File: src/mem_bridge_defines.svh
`ifndef MEM_BRIDGE_DEFINES_SVH
`define MEM_BRIDGE_DEFINES_SVH

// byte address into the shared memory
`define ADDR_WIDTH 32

// one cache word
`define DATA_WIDTH 32

// a block is a group of consecutive words
`define BLOCK_WORDS 4
`define BLOCK_WIDTH 128

// beat counter covers one block
`define BEAT_IDX_WIDTH 2

// one strobe bit per data byte
`define STRB_WIDTH 4

`endif

File: src/mem_bridge_pkg.sv
package mem_bridge_pkg;

    // data cache request, held for one clock
    typedef enum logic [2:0] {
        DC_NONE        = 3'd0,
        DC_LOAD_WORD   = 3'd1,
        DC_LOAD_BLOCK  = 3'd2,
        DC_STORE_WORD  = 3'd3,
        DC_STORE_BLOCK = 3'd4
    } dcache_req_e;

    // instruction cache only reads
    typedef enum logic [1:0] {
        IC_NONE       = 2'd0,
        IC_LOAD_WORD  = 2'd1,
        IC_LOAD_BLOCK = 2'd2
    } icache_req_e;

    typedef enum logic [2:0] {
        BUS_NONE        = 3'd0,
        BUS_READ_WORD   = 3'd1,
        BUS_READ_BLOCK  = 3'd2,
        BUS_WRITE_WORD  = 3'd3,
        BUS_WRITE_BLOCK = 3'd4
    } bus_op_e;

    typedef enum logic [1:0] {
        RESP_NONE      = 2'd0,
        RESP_DATA_DONE = 2'd1,
        RESP_INST_DONE = 2'd2
    } cache_resp_e;

    typedef enum logic [2:0] {
        ST_IDLE     = 3'd0,
        ST_D_BUSY   = 3'd1,
        ST_I_BUSY   = 3'd2,
        ST_D_FINISH = 3'd3,
        ST_I_FINISH = 3'd4
    } bridge_state_e;

    // phases of one APB beat
    typedef enum logic [1:0] {
        APB_IDLE   = 2'd0,
        APB_SETUP  = 2'd1,
        APB_ACCESS = 2'd2
    } apb_state_e;

endpackage

File: src/req_capture.sv
`timescale 1ns/10ps
`include "mem_bridge_defines.svh"

module req_capture import mem_bridge_pkg::*; (
    input  logic                   clk,
    input  logic                   rstn,
    input  dcache_req_e            dcache_req,
    input  logic [`ADDR_WIDTH-1:0] dcache_addr,
    input  icache_req_e            icache_req,
    input  logic [`ADDR_WIDTH-1:0] icache_addr,
    input  logic                   d_clear,
    input  logic                   i_clear,
    output logic                   d_pending,
    output dcache_req_e            d_op,
    output logic [`ADDR_WIDTH-1:0] d_addr,
    output logic                   i_pending,
    output icache_req_e            i_op,
    output logic [`ADDR_WIDTH-1:0] i_addr
);

    // data cache request slot
    always_ff @(posedge clk) begin
        if (!rstn) begin
            d_op <= DC_NONE;
        end else if (dcache_req != DC_NONE) begin
            d_op <= dcache_req;
        end else if (d_clear) begin
            d_op <= DC_NONE;
        end
    end

    always_ff @(posedge clk) begin
        if (dcache_req != DC_NONE) begin
            d_addr <= dcache_addr;
        end
    end

    // instruction cache request slot
    always_ff @(posedge clk) begin
        if (!rstn) begin
            i_op <= IC_NONE;
        end else if (icache_req != IC_NONE) begin
            i_op <= icache_req;
        end else if (i_clear) begin
            i_op <= IC_NONE;
        end
    end

    always_ff @(posedge clk) begin
        if (icache_req != IC_NONE) begin
            i_addr <= icache_addr;
        end
    end

    assign d_pending = (d_op != DC_NONE);
    assign i_pending = (i_op != IC_NONE);

    // a cache waits for its response before asking again
    a_d_one_outstanding: assert property (@(posedge clk) disable iff (!rstn)
        (dcache_req != DC_NONE) |-> !d_pending);
    a_i_one_outstanding: assert property (@(posedge clk) disable iff (!rstn)
        (icache_req != IC_NONE) |-> !i_pending);

endmodule

File: src/bridge_ctrl.sv
`timescale 1ns/10ps
`include "mem_bridge_defines.svh"

module bridge_ctrl import mem_bridge_pkg::*; (
    input  logic                   clk,
    input  logic                   rstn,
    input  logic                   d_pending,
    input  dcache_req_e            d_op,
    input  logic [`ADDR_WIDTH-1:0] d_addr,
    input  logic                   i_pending,
    input  icache_req_e            i_op,
    input  logic [`ADDR_WIDTH-1:0] i_addr,
    output logic                   d_clear,
    output logic                   i_clear,
    output logic                   bus_start,
    output bus_op_e                bus_op,
    output logic [`ADDR_WIDTH-1:0] bus_addr,
    input  logic                   bus_done,
    output cache_resp_e            response,
    output logic                   resp_block
);

    bridge_state_e cs, ns;
    bus_op_e       d_bus_op;
    bus_op_e       i_bus_op;

    // cache request to bus operation
    always_comb begin
        unique case (d_op)
            DC_LOAD_WORD:   d_bus_op = BUS_READ_WORD;
            DC_LOAD_BLOCK:  d_bus_op = BUS_READ_BLOCK;
            DC_STORE_WORD:  d_bus_op = BUS_WRITE_WORD;
            DC_STORE_BLOCK: d_bus_op = BUS_WRITE_BLOCK;
            default:        d_bus_op = BUS_NONE;
        endcase
        unique case (i_op)
            IC_LOAD_WORD:  i_bus_op = BUS_READ_WORD;
            IC_LOAD_BLOCK: i_bus_op = BUS_READ_BLOCK;
            default:       i_bus_op = BUS_NONE;
        endcase
    end

    // data cache wins when both are waiting
    always_comb begin
        ns = cs;
        unique case (cs)
            ST_IDLE: begin
                if (d_pending) begin
                    ns = ST_D_BUSY;
                end else if (i_pending) begin
                    ns = ST_I_BUSY;
                end
            end
            ST_D_BUSY: begin
                if (bus_done) begin
                    ns = ST_D_FINISH;
                end
            end
            ST_I_BUSY: begin
                if (bus_done) begin
                    ns = ST_I_FINISH;
                end
            end
            default: ns = ST_IDLE;
        endcase
    end

    always_ff @(posedge clk) begin
        if (!rstn) begin
            cs <= ST_IDLE;
            bus_start <= 1'b0;
            bus_op <= BUS_NONE;
            resp_block <= 1'b0;
        end else begin
            cs <= ns;
            bus_start <= 1'b0;
            if (cs == ST_IDLE && ns == ST_D_BUSY) begin
                bus_start <= 1'b1;
                bus_op <= d_bus_op;
                resp_block <= (d_op == DC_LOAD_BLOCK);
            end else if (cs == ST_IDLE && ns == ST_I_BUSY) begin
                bus_start <= 1'b1;
                bus_op <= i_bus_op;
                resp_block <= (i_op == IC_LOAD_BLOCK);
            end
        end
    end

    always_ff @(posedge clk) begin
        if (cs == ST_IDLE) begin
            bus_addr <= d_pending ? d_addr : i_addr;
        end
    end

    // response and slot clear share the finish cycle
    always_comb begin
        unique case (cs)
            ST_D_FINISH: response = RESP_DATA_DONE;
            ST_I_FINISH: response = RESP_INST_DONE;
            default:     response = RESP_NONE;
        endcase
    end

    assign d_clear = (cs == ST_D_FINISH);
    assign i_clear = (cs == ST_I_FINISH);

    a_start_on_leave_idle: assert property (@(posedge clk) disable iff (!rstn)
        bus_start |-> ($past(cs) == ST_IDLE) && (cs inside {ST_D_BUSY, ST_I_BUSY}));
    a_done_when_busy: assert property (@(posedge clk) disable iff (!rstn)
        bus_done |-> (cs inside {ST_D_BUSY, ST_I_BUSY}));

endmodule

File: src/write_buffer.sv
`timescale 1ns/10ps
`include "mem_bridge_defines.svh"

module write_buffer import mem_bridge_pkg::*; (
    input  logic                      clk,
    input  dcache_req_e               dcache_req,
    input  logic [`DATA_WIDTH-1:0]    wword,
    input  logic [`STRB_WIDTH-1:0]    wstrb,
    input  logic [`BLOCK_WIDTH-1:0]   wblock,
    input  logic [`BEAT_IDX_WIDTH-1:0] beat_index,
    output logic [`DATA_WIDTH-1:0]    beat_wdata,
    output logic [`STRB_WIDTH-1:0]    strb
);

    logic [`DATA_WIDTH-1:0]  word_q;
    logic [`STRB_WIDTH-1:0]  strb_q;
    logic [`BLOCK_WIDTH-1:0] block_q;
    logic                    block_mode;

    // store payload is taken with the request itself
    always_ff @(posedge clk) begin
        if (dcache_req == DC_STORE_WORD) begin
            word_q <= wword;
            strb_q <= wstrb;
            block_mode <= 1'b0;
        end else if (dcache_req == DC_STORE_BLOCK) begin
            block_q <= wblock;
            block_mode <= 1'b1;
        end
    end

    // word i of a block sits at bits 32*i upward
    assign beat_wdata = block_mode ? block_q[beat_index*`DATA_WIDTH +: `DATA_WIDTH] : word_q;
    assign strb = block_mode ? {`STRB_WIDTH{1'b1}} : strb_q;

endmodule

File: src/apb_master.sv
`timescale 1ns/10ps
`include "mem_bridge_defines.svh"

module apb_master import mem_bridge_pkg::*; (
    input  logic                       clk,
    input  logic                       rstn,
    input  logic                       bus_start,
    input  bus_op_e                    bus_op,
    input  logic [`ADDR_WIDTH-1:0]     bus_addr,
    input  logic [`DATA_WIDTH-1:0]     beat_wdata,
    input  logic [`STRB_WIDTH-1:0]     strb,
    output logic [`BEAT_IDX_WIDTH-1:0] beat_index,
    output logic                       rd_beat_valid,
    output logic [`DATA_WIDTH-1:0]     beat_rdata,
    output logic                       bus_done,
    output logic                       psel,
    output logic                       penable,
    output logic                       pwrite,
    output logic [`ADDR_WIDTH-1:0]     paddr,
    output logic [`DATA_WIDTH-1:0]     pwdata,
    output logic [`STRB_WIDTH-1:0]     pstrb,
    input  logic [`DATA_WIDTH-1:0]     prdata,
    input  logic                       pready
);

    apb_state_e                 state;
    logic [`BEAT_IDX_WIDTH-1:0] beat_cnt;
    logic                       op_write;
    logic                       op_block;
    logic [`ADDR_WIDTH-1:0]     base_addr;
    logic                       last_beat;
    logic                       beat_end;

    assign last_beat = !op_block || (beat_cnt == `BEAT_IDX_WIDTH'(`BLOCK_WORDS - 1));
    assign beat_end = (state == APB_ACCESS) && pready;

    always_ff @(posedge clk) begin
        if (!rstn) begin
            state <= APB_IDLE;
            beat_cnt <= '0;
            op_write <= 1'b0;
            op_block <= 1'b0;
            bus_done <= 1'b0;
        end else begin
            bus_done <= 1'b0;
            unique case (state)
                APB_IDLE: begin
                    if (bus_start) begin
                        state <= APB_SETUP;
                        beat_cnt <= '0;
                        op_write <= (bus_op inside {BUS_WRITE_WORD, BUS_WRITE_BLOCK});
                        op_block <= (bus_op inside {BUS_READ_BLOCK, BUS_WRITE_BLOCK});
                    end
                end
                APB_SETUP: state <= APB_ACCESS;
                APB_ACCESS: begin
                    if (pready && last_beat) begin
                        state <= APB_IDLE;
                        bus_done <= 1'b1;
                    end else if (pready) begin
                        // next beat opens with its own setup
                        beat_cnt <= beat_cnt + 1'b1;
                        state <= APB_SETUP;
                    end
                end
                default: state <= APB_IDLE;
            endcase
        end
    end

    always_ff @(posedge clk) begin
        if (state == APB_IDLE && bus_start) begin
            base_addr <= {bus_addr[`ADDR_WIDTH-1:2], 2'b00};
        end
    end

    assign psel = (state != APB_IDLE);
    assign penable = (state == APB_ACCESS);
    assign pwrite = op_write;
    assign paddr = base_addr + (`ADDR_WIDTH'(beat_cnt) << 2);
    // reads carry no write data
    assign pwdata = op_write ? beat_wdata : '0;
    // APB4 wants strobes low on reads
    assign pstrb = op_write ? strb : '0;

    assign beat_index = beat_cnt;
    assign rd_beat_valid = beat_end && !op_write;
    assign beat_rdata = prdata;

    a_enable_needs_sel: assert property (@(posedge clk) disable iff (!rstn)
        penable |-> psel);
    a_stable_until_ready: assert property (@(posedge clk) disable iff (!rstn)
        (psel && !(penable && pready)) |=>
            psel && $stable(paddr) && $stable(pwrite) && $stable(pwdata) && $stable(pstrb));

endmodule

File: src/read_assemble.sv
`timescale 1ns/10ps
`include "mem_bridge_defines.svh"

module read_assemble import mem_bridge_pkg::*; (
    input  logic                       clk,
    input  logic                       rstn,
    input  logic                       rd_beat_valid,
    input  logic [`BEAT_IDX_WIDTH-1:0] beat_index,
    input  logic [`DATA_WIDTH-1:0]     beat_rdata,
    input  cache_resp_e                response,
    input  logic                       resp_block,
    output logic [`DATA_WIDTH-1:0]     rword,
    output logic [`BLOCK_WIDTH-1:0]    rblock
);

    logic [`BLOCK_WIDTH-1:0] stage;
    logic [`DATA_WIDTH-1:0]  rword_q;
    logic [`BLOCK_WIDTH-1:0] rblock_q;
    logic                    staged;
    logic                    load_now;

    always_ff @(posedge clk) begin
        if (rd_beat_valid) begin
            stage[beat_index*`DATA_WIDTH +: `DATA_WIDTH] <= beat_rdata;
        end
    end

    // set by read beats only, so a store response leaves outputs alone
    always_ff @(posedge clk) begin
        if (!rstn) begin
            staged <= 1'b0;
        end else if (response != RESP_NONE) begin
            staged <= 1'b0;
        end else if (rd_beat_valid) begin
            staged <= 1'b1;
        end
    end

    assign load_now = (response != RESP_NONE) && staged;

    always_ff @(posedge clk) begin
        if (load_now && resp_block) begin
            rblock_q <= stage;
        end
        if (load_now && !resp_block) begin
            rword_q <= stage[`DATA_WIDTH-1:0];
        end
    end

    // new data shows already in the response cycle
    assign rword = (load_now && !resp_block) ? stage[`DATA_WIDTH-1:0] : rword_q;
    assign rblock = (load_now && resp_block) ? stage : rblock_q;

endmodule

File: src/mem_bridge_top.sv
`timescale 1ns/10ps
`include "mem_bridge_defines.svh"

module mem_bridge_top import mem_bridge_pkg::*; (
    input  logic                    clk,
    input  logic                    rstn,
    input  icache_req_e             icache_req,
    input  logic [`ADDR_WIDTH-1:0]  icache_addr,
    input  dcache_req_e             dcache_req,
    input  logic [`ADDR_WIDTH-1:0]  dcache_addr,
    input  logic [`DATA_WIDTH-1:0]  wword,
    input  logic [`STRB_WIDTH-1:0]  wstrb,
    input  logic [`BLOCK_WIDTH-1:0] wblock,
    output cache_resp_e             response,
    output logic [`DATA_WIDTH-1:0]  rword,
    output logic [`BLOCK_WIDTH-1:0] rblock,
    output logic                    psel,
    output logic                    penable,
    output logic                    pwrite,
    output logic [`ADDR_WIDTH-1:0]  paddr,
    output logic [`DATA_WIDTH-1:0]  pwdata,
    output logic [`STRB_WIDTH-1:0]  pstrb,
    input  logic [`DATA_WIDTH-1:0]  prdata,
    input  logic                    pready
);

    logic                       d_pending, i_pending, d_clear, i_clear;
    dcache_req_e                d_op;
    icache_req_e                i_op;
    logic [`ADDR_WIDTH-1:0]     d_addr, i_addr, bus_addr;
    logic                       bus_start, bus_done, resp_block, rd_beat_valid;
    bus_op_e                    bus_op;
    logic [`BEAT_IDX_WIDTH-1:0] beat_index;
    logic [`DATA_WIDTH-1:0]     beat_wdata, beat_rdata;
    logic [`STRB_WIDTH-1:0]     strb;

    req_capture u_req_capture (
        .clk(clk), .rstn(rstn),
        .dcache_req(dcache_req), .dcache_addr(dcache_addr),
        .icache_req(icache_req), .icache_addr(icache_addr),
        .d_clear(d_clear), .i_clear(i_clear),
        .d_pending(d_pending), .d_op(d_op), .d_addr(d_addr),
        .i_pending(i_pending), .i_op(i_op), .i_addr(i_addr)
    );

    bridge_ctrl u_bridge_ctrl (
        .clk(clk), .rstn(rstn),
        .d_pending(d_pending), .d_op(d_op), .d_addr(d_addr),
        .i_pending(i_pending), .i_op(i_op), .i_addr(i_addr),
        .d_clear(d_clear), .i_clear(i_clear),
        .bus_start(bus_start), .bus_op(bus_op), .bus_addr(bus_addr),
        .bus_done(bus_done), .response(response), .resp_block(resp_block)
    );

    write_buffer u_write_buffer (
        .clk(clk), .dcache_req(dcache_req),
        .wword(wword), .wstrb(wstrb), .wblock(wblock),
        .beat_index(beat_index), .beat_wdata(beat_wdata), .strb(strb)
    );

    apb_master u_apb_master (
        .clk(clk), .rstn(rstn),
        .bus_start(bus_start), .bus_op(bus_op), .bus_addr(bus_addr),
        .beat_wdata(beat_wdata), .strb(strb), .beat_index(beat_index),
        .rd_beat_valid(rd_beat_valid), .beat_rdata(beat_rdata), .bus_done(bus_done),
        .psel(psel), .penable(penable), .pwrite(pwrite), .paddr(paddr),
        .pwdata(pwdata), .pstrb(pstrb), .prdata(prdata), .pready(pready)
    );

    read_assemble u_read_assemble (
        .clk(clk), .rstn(rstn),
        .rd_beat_valid(rd_beat_valid), .beat_index(beat_index), .beat_rdata(beat_rdata),
        .response(response), .resp_block(resp_block),
        .rword(rword), .rblock(rblock)
    );

endmodule

File: config.mk
export PLATFORM = sky130hd
export DESIGN_NAME = mem_bridge_top
export DESIGN_NICKNAME = d
export VERILOG_FILES = /design/src/mem_bridge_pkg.sv /design/src/req_capture.sv /design/src/bridge_ctrl.sv /design/src/write_buffer.sv /design/src/apb_master.sv /design/src/read_assemble.sv /design/src/mem_bridge_top.sv
export VERILOG_INCLUDE_DIRS = /design/src
export SDC_FILE = /design/constraint.sdc
export NUM_CORES = 1
export LEC_CHECK = 0
export CORE_ASPECT_RATIO = 1.5
export CORE_UTILIZATION = 33
export CTS_BUF_LIST = sky130_fd_sc_hd__clkbuf_8 sky130_fd_sc_hd__clkbuf_16
export CTS_CLUSTER_SIZE = 10
export DETAILED_ROUTE_END_ITERATION = 10
export DONT_BUFFER_PORTS = 1
export PLACE_DENSITY_LB_ADDON = 0.25
export SKIP_CTS_REPAIR_TIMING = 1
export SLEW_MARGIN = 5
export SYNTH_ARGS = -nofsm -noshare
export SYNTH_HDL_FRONTEND = slang
export SYNTH_SLANG_ARGS = --single-unit
File: constraint.sdc
create_clock -name clk -period 14.5 [get_ports clk]
set_input_delay 1.45 -clock clk [delete_from_list [all_inputs] [get_ports clk]]
set_output_delay 1.45 -clock clk [all_outputs]
set_load 0.01 [all_outputs]
==> results of run 1 <==
==> critical path, cell delays in order (launching register included) <==
cell	delay [ps]
dfxtp_1	390
and3b_1	360
o211ai_4	870
buf_12	580
mux2_4	390
==> worst min path at each step <==
stage | cells after the start | from | slack [ps] | to
after global placement | 0 | u_bridge_ctrl.bus_addr[19]$_DFFE_PP_ | 400 | u_apb_master.base_addr[19]$_DFFE_PP_
after CTS | 0 | u_bridge_ctrl.bus_addr[30]$_DFFE_PP_ | 410 | u_apb_master.base_addr[30]$_DFFE_PP_
after detailed placement | 0 | u_bridge_ctrl.bus_addr[21]$_DFFE_PP_ | 400 | u_apb_master.base_addr[21]$_DFFE_PP_
after floorplan | 0 | u_bridge_ctrl.bus_addr[10]$_DFFE_PP_ | 400 | u_apb_master.base_addr[10]$_DFFE_PP_
after global routing | 0 | u_bridge_ctrl.bus_addr[30]$_DFFE_PP_ | 420 | u_apb_master.base_addr[30]$_DFFE_PP_
final | 0 | u_bridge_ctrl.bus_addr[30]$_DFFE_PP_ | 410 | u_apb_master.base_addr[30]$_DFFE_PP_
==> power by group through the flow <==
stage / registers [W] / logic (W) / clock network (W)
3_5_place_dp: 0.00197 / 0.000158 / 0
6_report: 0.00194 / 0.000155 / 0.00158
3_3_place_gp: 0.00197 / 0.000157 / 0
2_1_floorplan: 0.00196 / 0.000121 / 0
5_1_grt: 0.00194 / 0.000168 / 0.00169
4_1_cts: 0.00194 / 0.000159 / 0.00163
==> cell usage after synthesis, types with 4 or more instances <==
cell type / instances / share of area
buf_12: 11 / 0.0099
and2_1: 135 / 0.038
nand2b_1: 4 / 0.0011
buf_4: 6 / 0.0020
nor3_1: 9 / 0.0020
a21oi_1: 9 / 0.0020
and3_1: 5 / 0.0014
buf_6: 4 / 0.0020
inv_1: 10 / 0.0017
ha_1: 8 / 0.0045
nand2_1: 10 / 0.0017
mux4_2: 32 / 0.032
nand4_1: 11 / 0.0031
xor2_1: 6 / 0.0024
nor3b_1: 8 / 0.0027
xnor2_1: 23 / 0.0090
buf_2: 9 / 0.0020
clkbuf_1: 24 / 0.0040
nand3_1: 11 / 0.0025
o21ai_0: 5 / 0.0011
dfxtp_1: 182 / 0.16
mux2i_1: 33 / 0.015
mux2_2: 68 / 0.034
edfxtp_1: 412 / 0.55
nor2_1: 69 / 0.012
mux2_4: 120 / 0.081
==> cell families after synthesis <==
group / count (synthesis)
AOI/OAI and AO/OA: 26
xor gates and xnor gates: 29
adders and majority gates: 9
buffers and inverters: 66
DFF: 594
muxes: 255
other: 1
and+or+nand+nor: 284
==> cells in the final DEF, fill, tap and decap left out, types with 3 or more instances in the layout <==
| cell | n |
|---|---|
| edfxtp_1 | 412 |
| dfxtp_1 | 179 |
| and2_1 | 131 |
| mux2_4 | 120 |
| clkbuf_16 | 71 |
| nor2_1 | 68 |
| mux2_2 | 68 |
| inv_1 | 48 |
| mux2i_1 | 33 |
| mux4_2 | 32 |
| diode_2 | 23 |
| xnor2_1 | 23 |
| buf_4 | 16 |
| nand3_1 | 11 |
| nand4_1 | 11 |
| nand2_1 | 10 |
| a21oi_1 | 9 |
| nor3_1 | 8 |
| ha_1 | 8 |
| xor2_1 | 6 |
| and3_1 | 5 |
| o21ai_0 | 5 |
| and2_2 | 4 |
| nor3b_2 | 4 |
| nor3b_1 | 4 |
| nand2b_1 | 4 |
| clkinv_8 | 4 |
| a21o_1 | 3 |
| dfxtp_2 | 3 |
==> cell type report <==
cell class / instances / area (µm²)
Antenna cell: 23 / 57.6
Clock buffer: 72 / 1790
Clock inverter: 47 / 277
Fill cell: 6150 / 41500
Inverter: 10 / 37.5
Multi-Input combinational cell: 605 / 5870
Sequential cell: 594 / 16000
Tap cell: 885 / 1110
Timing Repair Buffer: 17 / 140
==> metal layers <==
| layer | part of all wire | GRT usage |
|---|---|---|
| met1 | 0.32 | 0.144 |
| met2 | 0.52 | 0.281 |
| met3 | 0.12 | 0.0829 |
| met4 | 0.040 | 0.0817 |
| met5 | 0.00046 | 0 |
==> per-stage QoR <==
step                      utilization  hold WS (ps)
after CTS                       0.378           409
after global placement          0.347           401
after global routing            0.379           421
after floorplan                     -           400
final                           0.379           408
after detailed placement        0.347           405
==> flip-flops by register name, indices dropped and copies added, names as in the netlist, 3 cells and up <==
register,cells
u_bridge_ctrl.bus_op,3
u_apb_master.base_addr,30
u_bridge_ctrl.cs,3
u_req_capture.d_addr,30
u_req_capture.d_op,3
u_read_assemble.rblock_q,128
u_req_capture.i_addr,30
u_write_buffer.word_q,32
u_write_buffer.strb_q,4
u_write_buffer.block_q,128
u_read_assemble.stage,128
u_read_assemble.rword_q,32
u_bridge_ctrl.bus_addr,30
==> flow_summary.yaml, run 1 <==
critical_path:
  startpoint: "u_bridge_ctrl.cs[0]$_SDFF_PN0_"
  critPathRequiredTime_ps: 13050
  r2r_end: "u_read_assemble.rblock_q[127]$_DFF_P_"
  reg2reg_slack_ps: 11460
  worstPathArrival_ps: 3510
  critPathKind: "reg -> out"
  timing.rr.start: "u_bridge_ctrl.cs[0]$_SDFF_PN0_"
  cp-endpoint: "rblock[62]"
  path_max_fanout: 109
  rr_worst_depth: 4
  end_kind: "primary output"
  startpoint_type: "flip-flop"
logic_synthesis:
  ys_seq_elements: 594
  synth_mux_area_frac: 0.163
  ys_seq_area_frac: 0.717
  yosys.area_share.adder: 0.00538
  syn_area_per_cell_um2: 17.7
  synth_edf_count: 412
  syn-instance-count: 1264
  async_flop_share: 0
  synth_compound_area_frac: 0.00812
  synth_xor_area_frac: 0.0114
  yosys.area_share.simple: 0.0727
  synth_cell_types: 57
  synth.cell_area_um2: 22300
  synth_ff_type: "edfxtp_1"
  synth_top_family_by_area: "multiplexers"
  yosys_warnings: 0
sta:
  setup_viol_count_final: 0
  hold_viol: 0
  maxSlewViolCount: 0
  fin_tns_setup_ps: 0
  max_freq_mhz: 202
  period_share: 0.342
  tightest_slew_ps: 1120
  rsz0062_at_grt: "no"
  max_slew_margin: 0.253
  setup_slack_ps: 9540
  period_minus_slack_ps: 4960
  fin_worst_skew_ps: 19.8
layout:
  syn_to_final_growth_pct: 13.3
  drive_above_1_share: 0.254
  final_nets: 1575
  fin_cells: 2253
  final_area_um2: 25300
die:
  core_um2: 66800
  die_area_um2: 68700
  die_h_um: 321
  initial_core_util: 0.334
  die_x_um: 214
  fp-row-count: 116
  top_level_ports: 501
run_status:
  outcome: "complete, no violations"
drt:
  drt_iter0_drc: 479
  dr.pass1.iters: 4
  vias: 10500
  drt-total-wl_mm: 54.8
  ant_nets: 0
  via_per_inst: 4.65
  avgRoutedWirePerCell_um: 24.3
  drc: 0
clock_tree:
  cts_root_buf: "clkbuf_16"
  cts_tree: "done"
  clkLatencyLatePin_ps: 610
  htreeDepth: 3
  clk_path_buf_depth: 3
  cts_buffers: 70
  clk_pin_slew_ps: 60
  clock_sinks: 594
pwr:
  power_frac_comb: 0.042
  power_leakage_nw: 9.30
  p_clk_frac: 0.431
  p_seq_frac: 0.527
  p_int_w: 0.00287
  p_switching_w: 0.000803
  p_total_w: 0.00368
  ir_worst_vdd_v: 0.000153
  powerDensity_nw_per_um2: 145
  switching_share: 0.218
placement:
  placed_cell_area_um2: 23200
  dp.cells: 2111
  io_buffers: 0
  post-place-ws_ps: 10090
  gp_congestion: 0.795
  dp_hpwl_mm: 38.3
job:
  cap_violations: 0
global_route:
  gr-total-overflow: 0
  grt_pass1_vias: 11200
  grt_usage: 0.157
  grt_pass1_wl_mm: 78.0
  grt_max_degree: 110
  antenna_found_initial: 16
hold_path:
  hold_path.class: "reg -> reg"
Power figures use the tool's default switching activity.
==> run 2: changes to the inputs <==
ABC_AREA = 1   (was default)
clock period = 4.88 ns   (was 14.5 ns; I/O delays follow)
==> flow_summary.yaml, run 2 <==
run_status:
  outcome: "complete, no violations"
logic_synthesis:
  async_flop_share: 0
  syn-instance-count: 2074
  synth.largest_area_cell: "edfxtp_1"
  ys_seq_area_frac: 0.698
  synth.cell_area_um2: 22900
  synth_cell_types: 30
  syn_area_per_cell_um2: 11.1
  synthTopCellsByCount: "nand2_1, edfxtp_1, nor2_1, inv_1, dfxtp_1"
  yosys_warnings: 0
  synth_ff_type: "edfxtp_1"
  synth_edf_count: 412
  yosysMostFrequentCell: "nand2_1"
  netlist.area_leader.share: 0.539
  ys_seq_elements: 594
  ys_top_cells_by_area: "edfxtp_1, dfxtp_1, nand2_1, nor2_1, inv_1"
layout:
  layout_commonest_cell: "nand2_1"
  multi_input_comb_area_um2: 5470
  drive_above_1_share: 0.0957
  layout_common_cells: "nand2_1, edfxtp_1, nor2_1"
  reg.largest.list: "u_read_assemble.rblock_q x128, u_read_assemble.stage x128, u_write_buffer.block_q x128"
  final_area_um2: 28100
  seqCellArea_um2: 16000
  fin_cells: 3254
  final_nets: 2575
  fillCellCount: 6483
  syn_to_final_growth_pct: 22.5
  fin_util: 0.408
die:
  die_x_um: 217
  die_h_um: 325
  core_um2: 68900
  fp-row-count: 118
  die_area_um2: 70600
  initial_core_util: 0.333
  top_level_ports: 501
drt:
  drt_iter0_drc: 827
  vias: 15000
  dr.pass1.iters: 5
  drc: 0
  via_per_inst: 4.61
  ant_nets: 0
  avgRoutedWirePerCell_um: 19.5
  drt-total-wl_mm: 63.4
critical_path:
  timing.rr.start: "u_apb_master.state[1]$_SDFFE_PN0P_"
  worst_path_largest_cell_delay_ps: 620
  path_buf_inv: 1
  cp_common_cell: "nand2_1"
  path_max_fanout: 69
  startpoint_type: "flip-flop"
  worstPathArrival_ps: 3090
  end_kind: "primary output"
  slowest_stage: "buf_4"
  startpoint: "u_apb_master.beat_index[1]$_SDFFE_PN0P_"
  critPathRequiredTime_ps: 4390
  path_cells: "buf_4, ha_1, nand2_1, a21oi_1, nand2_1, nor2_1, xor2_1"
  crit_family: "buffers and inverters"
  critPathKind: "reg -> out"
pwr:
  p_switching_w: 0.00274
  p_seq_frac: 0.508
  ir_worst_vdd_v: 0.000353
  switching_share: 0.240
  p_total_w: 0.0114
  powerDensity_nw_per_um2: 407
  power_leakage_nw: 11.2
  p_int_w: 0.00870
  power_frac_comb: 0.070
  p_clk_frac: 0.422
global_route:
  grt_usage: 0.169
  antenna_found_initial: 4
  grt_pass1_vias: 13900
  gr-total-overflow: 0
  grt_pass1_wl_mm: 88.0
  grt_max_degree: 185
placement:
  io_buffers: 0
  dp_hpwl_mm: 43.2
  gp_congestion: 0.879
  placed_cell_area_um2: 23700
  dp.cells: 2900
clock_tree:
  clkLatencyLatePin_ps: 620
  clock_sinks: 594
  clk_pin_slew_ps: 60
  clk_path_buf_depth: 3
  cts_tree: "done"
  cts_buffers: 71
  cts_root_buf: "clkbuf_16"
  htreeDepth: 3
sta:
  max_slew_margin: 0.254
  setup_viol_count_final: 0
  tightest_slew_ps: 1120
  fin_tns_setup_ps: 0
  period_share: 0.733
  rsz0062_at_grt: "no"
  fin_worst_skew_ps: 29.1
  period_minus_slack_ps: 3580
  max_freq_mhz: 280
  maxSlewViolCount: 0
  hold_viol: 0
hold_path:
  hp-start: "rstn"
  hold_path.class: "in -> reg"
job:
  cap_violations: 0
-- run 2: cells by family after synthesis --
group,after synthesis,share of synthesized area
DFF,594,0.698
xor gates and xnor gates,13,0.00496
buffers and inverters,343,0.0656
AOI/OAI and AO/OA,274,0.0808
adders and majority gates,9,0.00524
and+or+nand+nor,840,0.145
other,1,0.000163
-- run 2: per-stage QoR --
stage / setup WS [ps] / hold slack, ps
2_1_floorplan: 1120 / 400
3_3_place_gp: 1980 / 405
3_5_place_dp: 1950 / 405
4_1_cts: 1270 / -105
5_1_grt: 1160 / 1.48
6_report: 1300 / 22.9
-- run 2: layout make-up --
cell class / count / share of cell area
Antenna cell: 3 / 0.000267
Clock buffer: 72 / 0.0637
Clock inverter: 54 / 0.0126
Inverter: 249 / 0.0333
Multi-Input combinational cell: 1138 / 0.194
Sequential cell: 594 / 0.570
Tap cell: 900 / 0.0401
Timing Repair Buffer: 244 / 0.0856
-- run 2: layer usage --
layer  global-route usage  wire length [µm]
met1                0.165             21700
met3               0.0713              5920
met5                    0                13
met2                0.306             33500
met4               0.0755              2310
-- run 2: final timing paths --
kind	endpoint	slack, ps	depth (start not counted)
hold / removal	u_bridge_ctrl.cs[0]$_SDFF_PN0_	20	2
setup reg to reg	u_read_assemble.stage[5]$_DFFE_PP_	2060	6
setup / recovery	paddr[11]	1300	7
hold reg to reg	u_apb_master.base_addr[22]$_DFFE_PP_	420	0
-- run 2: power by group through the flow --
stage	Sequential, W	Combinational, W	Clock (W)
after floorplan	0.00587	0.000472	0
after global placement	0.00592	0.000653	0
after detailed placement	0.00593	0.000662	0
after CTS	0.00582	0.000664	0.00497
after global routing	0.00584	0.000893	0.00518
final	0.00582	0.000799	0.00483
-- run 2: worst register-to-register path: cells and delay by family, from the launching register on --
| family | cells | cell delay, ps |
|---|---|---|
| buf+inv | 2 | 260 |
| flops | 1 | 370 |
| simple gates | 4 | 1730 |
